$ cat src/hw/photon_pkg.sv
package photon_pkg;

    ////////////////////////////////////////
    // Link timing, scaled for simulation.
    ////////////////////////////////////////
    localparam logic [15:0] CLKS_PER_BIT = 16'd16;  // Clocks per serial bit.
    localparam logic [15:0] BASE_CLKS    = 16'd400; // One 2 ms gap unit.

    ////////////////////////////////////////
    // Frame layout.
    ////////////////////////////////////////
    localparam logic [7:0] SYNC_HEAD0     = 8'h55;
    localparam logic [7:0] SYNC_HEAD1     = 8'hAA;
    localparam logic [7:0] PAYLOAD_LEN    = 8'd10;  // Phase..checksum, in bytes.
    localparam logic [7:0] GAPS_PER_CYCLE = 8'd10;  // 20 ms mains cycle / 2 ms.
    localparam logic [15:0] PHASE_STEP    = 16'd36; // 360 degrees / 10 gaps.

    // Selection byte to interval code.
    function automatic logic [7:0] interval_code(input logic [7:0] sel);
        case (sel)
            8'd6:    return 8'd1; // 2 ms.
            8'd7:    return 8'd2; // 10 ms.
            8'd8:    return 8'd3; // 100 ms.
            8'd9:    return 8'd4; // 500 ms.
            default: return 8'd1; // Unknown falls back to 2 ms.
        endcase
    endfunction

    // Interval code to number of base units per gap.
    function automatic logic [7:0] interval_units(input logic [7:0] code);
        case (code)
            8'd2:    return 8'd5;
            8'd3:    return 8'd50;
            8'd4:    return 8'd250;
            default: return 8'd1;
        endcase
    endfunction

endpackage

$ cat src/hw/frame_dump.sv
`timescale 1ns/1ps

module frame_dump (
    input  logic        clk,
    input  logic        rst_n,
    input  logic        en,
    input  logic [15:0] count,
    input  logic        count_update,
    input  logic [7:0]  interval_sel,
    input  logic        byte_done,
    output logic [7:0]  tx_byte,
    output logic        send,
    output logic        frame_done
);
    import photon_pkg::*;

    logic [4:0]  step;         // Frame step, 0..16.
    logic [15:0] held_count;   // Newest count from the counter.
    logic [15:0] locked_count; // Count carried by this frame.
    logic [15:0] phase;        // Mains phase in degrees.
    logic [7:0]  gap_no;       // Sub-gap, 1..10.
    logic [7:0]  code;         // Interval code sent in this frame.
    logic [7:0]  checksum;
    logic [7:0]  byte_val;     // Byte for the current step.
    logic        byte_step;

    // Steps 0..12 and 14 each put one byte on the line.
    assign byte_step = (step <= 5'd12) || (step == 5'd14);

    ////////////////////////////////////////
    // Byte for each step.
    ////////////////////////////////////////
    always_comb begin
        case (step)
            5'd0:    byte_val = SYNC_HEAD0;
            5'd1:    byte_val = SYNC_HEAD1;
            5'd2:    byte_val = 8'd0;               // Length high.
            5'd3:    byte_val = PAYLOAD_LEN;
            5'd4:    byte_val = phase[15:8];
            5'd5:    byte_val = phase[7:0];
            5'd6:    byte_val = locked_count[15:8];
            5'd7:    byte_val = locked_count[7:0];
            5'd8:    byte_val = 8'd0;               // Total gaps high.
            5'd9:    byte_val = GAPS_PER_CYCLE;
            5'd10:   byte_val = 8'd0;               // Sub-gap high.
            5'd11:   byte_val = gap_no;
            5'd12:   byte_val = interval_code(interval_sel);
            5'd14:   byte_val = checksum;
            default: byte_val = 8'd0;
        endcase
    end

    // Newest count, kept apart from the one being sent.
    always_ff @(posedge clk or negedge rst_n) begin
        if (!rst_n)
            held_count <= 16'd0;
        else if (count_update)
            held_count <= count;
    end

    ////////////////////////////////////////
    // Frame sequencer.
    ////////////////////////////////////////
    always_ff @(posedge clk or negedge rst_n) begin
        if (!rst_n) begin
            step         <= 5'd0;
            send         <= 1'b0;
            frame_done   <= 1'b0;
            phase        <= PHASE_STEP; // First frame carries 36.
            gap_no       <= 8'd1;
            code         <= 8'd1;
            locked_count <= 16'd0;
        end else begin
            frame_done <= 1'b0;
            if (byte_done) begin
                // Byte out, even while frozen.
                send <= 1'b0;
                step <= step + 5'd1;
            end else if (!en) begin
                send <= 1'b0; // Hold step, start nothing new.
            end else if (byte_step) begin
                send <= 1'b1;
                if (step == 5'd0)
                    locked_count <= held_count;
                if (step == 5'd12)
                    code <= interval_code(interval_sel);
            end else begin
                case (step)
                    5'd13: begin
                        step <= step + 5'd1; // Zero bytes left out of the sum.
                    end
                    5'd15: begin
                        if (gap_no >= GAPS_PER_CYCLE)
                            gap_no <= 8'd1; // Wrap after ten.
                        else
                            gap_no <= gap_no + 8'd1;
                        phase      <= PHASE_STEP * {8'd0, gap_no}; // Sent in the next frame.
                        frame_done <= 1'b1;
                        step       <= step + 5'd1;
                    end
                    default: step <= 5'd0; // Idle step, then next frame.
                endcase
            end
        end
    end

    // Payload bytes and checksum.
    always_ff @(posedge clk) begin
        if (en && byte_step && !byte_done)
            tx_byte <= byte_val;
        if (en && step == 5'd13 && !byte_done)
            checksum <= SYNC_HEAD0 + SYNC_HEAD1 + PAYLOAD_LEN
                      + phase[15:8] + phase[7:0]
                      + locked_count[15:8] + locked_count[7:0]
                      + GAPS_PER_CYCLE + gap_no + code;
    end

    // No byte requested in the checksum and done steps.
    a_quiet_steps: assert property (@(posedge clk) disable iff (!rst_n)
        (step == 5'd13 || step == 5'd15) |-> !send)
        else $error("frame_dump: send high in a non-byte step");

    a_gap_range: assert property (@(posedge clk) disable iff (!rst_n)
        gap_no >= 8'd1 && gap_no <= GAPS_PER_CYCLE)
        else $error("frame_dump: gap_no out of range");

endmodule

$ cat src/hw/gap_timer.sv
`timescale 1ns/1ps

module gap_timer (
    input  logic       clk,
    input  logic       rst_n,
    input  logic       en,
    input  logic [7:0] interval_sel,
    output logic       gap_tick
);
    import photon_pkg::*;

    logic [15:0] unit_cnt; // Clocks within one base unit.
    logic [7:0]  unit_no;  // Units within the current gap.
    logic [7:0]  target;   // Units per gap, taken at each tick.
    logic        unit_last;

    assign unit_last = (unit_cnt == BASE_CLKS - 1);

    // Last clock of the last unit.
    assign gap_tick = en && unit_last && (unit_no == target - 8'd1);

    ////////////////////////////////////////
    // Unit and gap counters.
    ////////////////////////////////////////
    always_ff @(posedge clk or negedge rst_n) begin
        if (!rst_n) begin
            unit_cnt <= 16'd0;
            unit_no  <= 8'd0;
            target   <= 8'd1; // First gap is one unit long.
        end else if (en) begin // Frozen while en is low.
            if (unit_last) begin
                unit_cnt <= 16'd0;
                if (gap_tick) begin
                    unit_no <= 8'd0;
                    // New selection applies from this tick on.
                    target  <= interval_units(interval_code(interval_sel));
                end else begin
                    unit_no <= unit_no + 8'd1;
                end
            end else begin
                unit_cnt <= unit_cnt + 16'd1;
            end
        end
    end

    // Unit counter stays below the gap length.
    a_unit_range: assert property (@(posedge clk) disable iff (!rst_n)
        unit_no < target)
        else $error("gap_timer: unit count past target");

endmodule

$ cat src/hw/photon_counter.sv
`timescale 1ns/1ps

module photon_counter (
    input  logic        clk,
    input  logic        rst_n,
    input  logic        photon_pulse,
    input  logic        gap_tick,
    output logic [15:0] count,
    output logic        count_update
);
    import photon_pkg::*;

    logic [2:0]  sync;    // Two sync flops plus edge history.
    logic        rise;
    logic [15:0] run_cnt; // Count in the open window.

    assign rise = sync[1] && !sync[2];

    always_ff @(posedge clk or negedge rst_n) begin
        if (!rst_n) begin
            sync         <= 3'b000;
            run_cnt      <= 16'd0;
            count        <= 16'd0;
            count_update <= 1'b0;
        end else begin
            sync         <= {sync[1:0], photon_pulse};
            count_update <= gap_tick; // Valid with the latched count.
            if (gap_tick) begin
                count   <= run_cnt;
                run_cnt <= rise ? 16'd1 : 16'd0; // Edge on the tick opens the new window.
            end else if (rise && run_cnt != 16'hFFFF) begin
                run_cnt <= run_cnt + 16'd1; // Saturates at full scale.
            end
        end
    end

    // Gap windows are longer than one clock.
    a_update_pulse: assert property (@(posedge clk) disable iff (!rst_n)
        count_update |=> !count_update)
        else $error("photon_counter: count_update longer than one cycle");

endmodule

$ cat src/hw/photon_uart_top.sv
`timescale 1ns/1ps

module photon_uart_top (
    input  logic       clk,
    input  logic       rst_n,
    input  logic       en,
    input  logic       photon_pulse,
    input  logic [7:0] interval_sel,
    output logic       tx,
    output logic       frame_done
);

    logic        gap_tick;
    logic [15:0] count;
    logic        count_update;
    logic [7:0]  tx_byte;
    logic        send;
    logic        byte_done;

    ////////////////////////////////////////
    // Window timing and counting.
    ////////////////////////////////////////
    gap_timer u_gap_timer (
        .clk(clk), .rst_n(rst_n), .en(en),
        .interval_sel(interval_sel), .gap_tick(gap_tick)
    );

    photon_counter u_photon_counter (
        .clk(clk), .rst_n(rst_n), .photon_pulse(photon_pulse),
        .gap_tick(gap_tick), .count(count), .count_update(count_update)
    );

    ////////////////////////////////////////
    // Framing and serial line.
    ////////////////////////////////////////
    frame_dump u_frame_dump (
        .clk(clk), .rst_n(rst_n), .en(en), .count(count),
        .count_update(count_update), .interval_sel(interval_sel),
        .byte_done(byte_done), .tx_byte(tx_byte), .send(send),
        .frame_done(frame_done)
    );

    uart_tx u_uart_tx (
        .clk(clk), .rst_n(rst_n), .tx_byte(tx_byte), .send(send),
        .byte_done(byte_done), .tx(tx)
    );

endmodule

$ cat src/hw/uart_tx.sv
`timescale 1ns/1ps

module uart_tx (
    input  logic       clk,
    input  logic       rst_n,
    input  logic [7:0] tx_byte,
    input  logic       send,
    output logic       byte_done,
    output logic       tx
);
    import photon_pkg::*;

    logic        busy;     // Byte in flight.
    logic        armed;    // Send seen low since last start.
    logic [3:0]  bit_idx;  // 0 start, 1..8 data, 9 stop.
    logic [15:0] clk_cnt;  // Clocks within current bit.
    logic [7:0]  shreg;    // Data bits still to go out.
    logic        bit_end;
    logic        start;

    assign bit_end   = (clk_cnt == CLKS_PER_BIT - 1);
    assign start     = !busy && send && armed;
    assign byte_done = busy && bit_end && (bit_idx == 4'd9); // Last clock of stop.

    ////////////////////////////////////////
    // Bit sequencer.
    ////////////////////////////////////////
    always_ff @(posedge clk or negedge rst_n) begin
        if (!rst_n) begin
            busy    <= 1'b0;
            armed   <= 1'b1;
            bit_idx <= 4'd0;
            clk_cnt <= 16'd0;
            tx      <= 1'b1; // Line idles high.
        end else begin
            if (!send)
                armed <= 1'b1; // Rearm once send has dropped.
            if (start) begin
                busy    <= 1'b1;
                armed   <= 1'b0;
                bit_idx <= 4'd0;
                clk_cnt <= 16'd0;
                tx      <= 1'b0; // Start bit.
            end else if (busy) begin
                if (bit_end) begin
                    clk_cnt <= 16'd0;
                    if (bit_idx == 4'd9) begin
                        busy <= 1'b0; // Stop bit done, tx stays high.
                    end else begin
                        bit_idx <= bit_idx + 4'd1;
                        tx      <= (bit_idx == 4'd8) ? 1'b1 : shreg[0];
                    end
                end else begin
                    clk_cnt <= clk_cnt + 16'd1;
                end
            end
        end
    end

    // Shift register, LSB first.
    always_ff @(posedge clk) begin
        if (start)
            shreg <= tx_byte;
        else if (busy && bit_end && bit_idx <= 4'd7)
            shreg <= {1'b0, shreg[7:1]};
    end

    // Line is high while idle and in the last clock of the stop bit.
    a_line_high: assert property (@(posedge clk) disable iff (!rst_n)
        (!busy || byte_done) |-> tx)
        else $error("uart_tx: tx low while idle or at byte_done");

endmodule
$ cat config.mk
export PLATFORM = sky130hd
export DESIGN_NAME = photon_uart_top
export DESIGN_NICKNAME = d
export VERILOG_FILES = /design/src/hw/photon_pkg.sv /design/src/hw/frame_dump.sv /design/src/hw/gap_timer.sv /design/src/hw/photon_counter.sv /design/src/hw/photon_uart_top.sv /design/src/hw/uart_tx.sv
export SDC_FILE = /design/constraint.sdc
export NUM_CORES = 1
export LEC_CHECK = 0
export BUFFER_PORTS_ARGS = -buffer_cell sky130_fd_sc_hd__clkbuf_2
export CAP_MARGIN = 20
export CORE_MARGIN = 2
export CORE_UTILIZATION = 55
export CTS_CLUSTER_SIZE = 28
export DETAILED_ROUTE_END_ITERATION = 16
export PLACE_DENSITY = 0.72
export SYNTH_ARGS = -nofsm -noshare
export SYNTH_HDL_FRONTEND = slang
export SYNTH_SLANG_ARGS = --single-unit
$ cat constraint.sdc
create_clock -name clk -period 11.2 [get_ports clk]
set_clock_uncertainty 0.05 [all_clocks]
set_input_delay 0.56 -clock clk [delete_from_list [all_inputs] [get_ports clk]]
set_output_delay 0.56 -clock clk [all_outputs]
set_load 0.005 [all_outputs]
-- After elaboration in Yosys (flattened, before gate mapping)
Cells that the tools add are included.
- bits in registers: 182
- bits of input ports: 12
- word-level logic and storage cells: 147
- add/subtract/negate cells: 15
- multipliers: 1
- magnitude comparators: 3
- equality and inequality tests: 28
- multiplexer cells: 43
- bitwise gates (word level): 2
- reduce and logical (&&, ||, !) cells: 32
- operators by type and width (operator ; number):
    $mux 16 ; 6
    $pmux 8 s10 ; 1
    $mux 8 ; 7
    $add 16x1->16 const B ; 3
    $add 8x8->8 ; 5
    $eq 5x4->1 const B ; 6
    $pmux 8 s3 ; 1
    $eq 5x3->1 const B ; 4
    $mux 5 ; 4
    $mux 1 ; 19
    $add 8x1->8 const B ; 2
    $eq 16x4->1 const B ; 1
    $eq 16x9->1 const B ; 1
    $eq 8x2->1 const B ; 2
    $eq 8x3->1 const B ; 2
    $eq 8x4->1 const B ; 2
    $mux 4 ; 4
    $ne 16x16->1 const B ; 1
    $logic_and 1x1->1 ; 13
    $mul 4x8->12 const A ; 1
    $reduce_and 4->1 ; 3
    $reduce_bool 2->1 ; 5
    $pmux 3 s3 ; 1
    $add 8x4->8 const B ; 1
    20 further kinds ; 29

-- Depth between registers and ports, before layout
- depth in word-level cells: 8
- gate-level depth with buffers: 15

-- By module
Synthesis repeated with hierarchy kept, for this count alone.
- cells, all modules: 909
- area, all modules: 9875.7 um^2
- by module, submodules not included (module ; times used ; cells each ; area an instance (um^2) ; seq. area each (um^2)):
    frame_dump ; 1 ; 433 ; 4895.9 ; 2037.0
    uart_tx ; 1 ; 170 ; 1724.2 ; 818.3
    photon_counter ; 1 ; 140 ; 1700.4 ; 900.9
    gap_timer ; 1 ; 166 ; 1555.2 ; 701.9

-- Least setup slack after synthesis
No wires, ideal clock.
- path type: flip-flop to flip-flop
- start point: register u_frame_dump.phase[8]
- end point: register u_frame_dump.checksum[7], data pin
- data arrival time: 3346 ps
- data required time: 10890 ps
- setup slack: 7544 ps
- cell stages (with the launch flop): 13
- cell sequence: dfrtp_1 -> ha_1 -> a21oi_1 -> xor2_1 -> fa_1 -> fa_1 -> fa_1 -> inv_1 -> ha_1 -> a21oi_1 -> o21bai_1 -> a21oi_1 -> xnor2_1
- word-level cells in the longest chain between the ends: 7
- ends and longest elaborated chain (what ; RTL line ; source):
    start: declaration ; frame_dump.sv:20 ; logic [15:0] phase;
    start signal: assignment ; frame_dump.sv:97 ; phase <= PHASE_STEP * {8'd0, gap_no};
    $add 4x6->7 ; frame_dump.sv:113 ; + phase[15:8] + phase[7:0]
    $add 8x8->8 ; frame_dump.sv:113 ;
    $add 8x8->8 (2 in a row) ; frame_dump.sv:114 ; + locked_count[15:8] + locked_count[7:0]
    $add 8x4->8 ; frame_dump.sv:115 ; + GAPS_PER_CYCLE + gap_no + code;
    $add 8x8->8 (2 in a row) ; frame_dump.sv:115 ;
    end signal: assignment ; frame_dump.sv:112 ; checksum <= SYNC_HEAD0 + SYNC_HEAD1 + PAYLOAD_LEN
    end: declaration ; frame_dump.sv:23 ; logic [7:0] checksum;
No other way between the ends.
A chain may end at the register's enable or synchronous reset.

-- Worst setup path in the final report
Same ends and word-level chain as after synthesis.

==> flow_summary.toml <==
[synthesis]
synth.top_cell.area_share_pct = 38.94
ys_seq_elements = 173
ys_types = 63
async_reset_ff_share_pct = 86.13
yosysMostFrequentCell = "dfrtp_1"
synth_seq_area_share_pct = 48.85
yosys.area.top_type = "dfrtp_1"
synth_nets = 922
yosysWarnings = 0
avgSynthCellArea_um2 = 10.74
synth.area.top_cells = "dfrtp_1 39%, edfxtp_1 7.9%, ha_1 5.2%"
syn-cell-area_um2 = 9126
postSynthCellCount = 850
synth-edff-count = 24
synthTopCellsByCount = "142 x dfrtp_1, 85 x nand2_1, 77 x nor2_1, 67 x inv_1, 43 x o21ai_0"
synthFlopType = "dfrtp_1"

[placement]
placed_cells = 1065
gp_congestion = 0.9793
port_buffers = 13
dp_hpwl_um = 12420
dpl_cell_area_um2 = 9385

[power_and_ir_drop]
power.density_nw_per_um2 = 149.7
leakage_nw = 4.671
ir_drop_uv = 117.3

[sta]
worstMarginPinSlew_ns = 0.8945
setup_violations = 0
slew_violations = 0
timing_hold_violations_final = 0
period_share_pct = 35.00
fmaxAchievable_mhz = 255.1
hold_slack_ns = 0.1711
slew_headroom_pct = 40.37
tns_ns = 0
post-route-min-period_ns = 3.920
rsz0062_at_grt = "no"

[grt]
antenna_found_initial = 0
groute.usage.overall_pct = 22.18
gr-total-overflow = 0
grt_pass1_wl_um = 30950
grt_max_degree = 102
grt_pass1_vias = 6172

[clocking]
clockBufferDepth = 2
path_clk_slew_ns = 0.07
cts.sinks = 173
cts_buffers = 17
root_buffer = "clkbuf_16"
htreeDepth = 4
cts_tree = "yes"
post_cts_resized = 0
clk_latency_ns = 0.43
post-cts-setup-buffers = 0
hold_buffers = 0

[status]
status = "finished clean"

[worst_setup_path]
cp.buffers_inverters = 1
slowest_delay_ns = 0.54
cp_cell_sequence = "ha_1 > a21oi_1 > xor2_1 > fa_1 > fa_1 > fa_1 > inv_1 > ha_1 > a21oi_1 > o21bai_1 > a21oi_1 > xnor2_1"
path_delay_family = "adder cells"
cp_max_fo = 5
slowest_stage = "fa_1"
cp.required_ns = 11.33
startpoint_type = "flop"
crit_start = "u_frame_dump.phase[8]"
end_kind = "flop"
path_class = "flop to flop"
r2r_start = "u_frame_dump.phase[8]"
cp.arrival_ns = 4.05

[floorplanning]
die_y_um = 132.8
ios = 14
die-area_um2 = 17640
core_um2 = 16410
rows = 47
die_w_um = 132.8
initial_utilization_pct = 55.62

[cells_and_area]
stdcell_area_um2 = 9996
instances_no_fill = 1098
n_antenna_cell = 0
final_core_util_pct = 60.92
fillers = 1328
fin_nets = 937
syn2layout_area_growth_pct = 9.528
drive_above_1_share_pct = 12.19

[detailed_routing]
wire_per_inst_um = 16.31
drt-total-wl_um = 17910
postRouteAntennaNets = 0
num_vias = 6189
firstDrtPassIters = 5
viasPerCell = 5.637
drc = 0
drt_iter0_markers = 426

[run]
maxCapViolCount = 0

[worst_hold_path]
min_path_type = "primary input to asynchronous set/reset pin"
[path summary, 6_finish.rpt]
kind / end / slack [ns] / depth (start not counted)
max in group asynchronous: u_frame_dump.gap_no[6] / 9.78 / 2
worst min-delay path: u_gap_timer.unit_cnt[1] / 0.17 / 1
worst max-delay path: u_frame_dump.checksum[7] / 7.28 / 12
min in group clk: u_photon_counter.sync[0] / 0.18 / 1
worst max register to register: u_frame_dump.checksum[7] / 7.28 / 12
worst min register to register: u_photon_counter.sync[1] / 0.32 / 0
[cells by family (layout without fill, tap and decap cells)]
group	Yosys count	count (layout)	synth area share, %
buf+inv	90	118	4.127
fa+ha+maj	60	60	10.04
simple gates	284	284	14.97
flops	173	173	48.85
xor+xnor	70	70	6.718
compound gates	121	121	8.582
mux	52	52	6.718
[registers in the layout, indices dropped and copies added, names as in the netlist, 4 cells and up]
name / flops
u_frame_dump.checksum: 8
u_frame_dump.gap_no: 8
u_frame_dump.held_count: 16
u_frame_dump.locked_count: 16
u_frame_dump.phase: 12
u_frame_dump.step: 5
u_frame_dump.tx_byte: 8
u_gap_timer.target: 4
u_gap_timer.unit_cnt: 16
u_gap_timer.unit_no: 8
u_photon_counter.count: 16
u_photon_counter.run_cnt: 16
u_uart_tx.bit_idx: 4
u_uart_tx.clk_cnt: 16
u_uart_tx.shreg: 8
[through the flow]
step / total power [mW] / setup WS (ns)
after global placement: 0.8883 / 7.402
after global routing: 1.567 / 7.062
after detailed placement: 0.8955 / 7.307
after floorplan: 0.8453 / 7.544
after CTS: 1.508 / 7.267
final: 1.496 / 7.280
[area by class of cell]
cell class	instances	area [um2]	share of cell area [%]
inverter	67	251.5	2.516
clock buffer	19	442.9	4.431
sequential	173	4458	44.60
clock inverter	13	160.2	1.602
timing repair buffer	19	116.4	1.164
multi-input combinational	587	4292	42.93
tap	220	275.3	2.754
[report_power, final]
group | total (mW) | internal [mW] | switching (mW)
clock | 0.609 | 0.358 | 0.250
combinational | 0.162 | 0.0697 | 0.0927
sequential | 0.725 | 0.685 | 0.0400
[cell usage in the layout (no fill, tap or decap), drive strengths merged, types with 7 or more instances in the layout]
master,Yosys,layout
nand4,15,15
a21oi,27,27
nand3,29,29
a22oi,11,11
o21ai,44,44
nor3,10,10
edfxtp,24,24
mux2i,8,8
fa,22,22
nor2,77,77
inv,67,72
ha,38,38
nand2,85,85
and3,18,18
clkbuf,14,32
or3,10,10
xor2,37,37
mux2,44,44
dfrtp,142,142
dfstp,7,7
nand2b,7,7
xnor2,33,33
[routing by layer]
| metal | global-route usage, % | wire (um) | up-vias |
|---|---|---|---|
| li1 | - | - | 2969 |
| met1 | 30.25 | 8049 | 3042 |
| met2 | 35.09 | 8496 | 144 |
| met3 | 4.866 | 900 | 34 |
| met4 | 8.363 | 466 | 0 |
| met5 | 0 | 0 | - |
(Power assumes the default switching activity.)
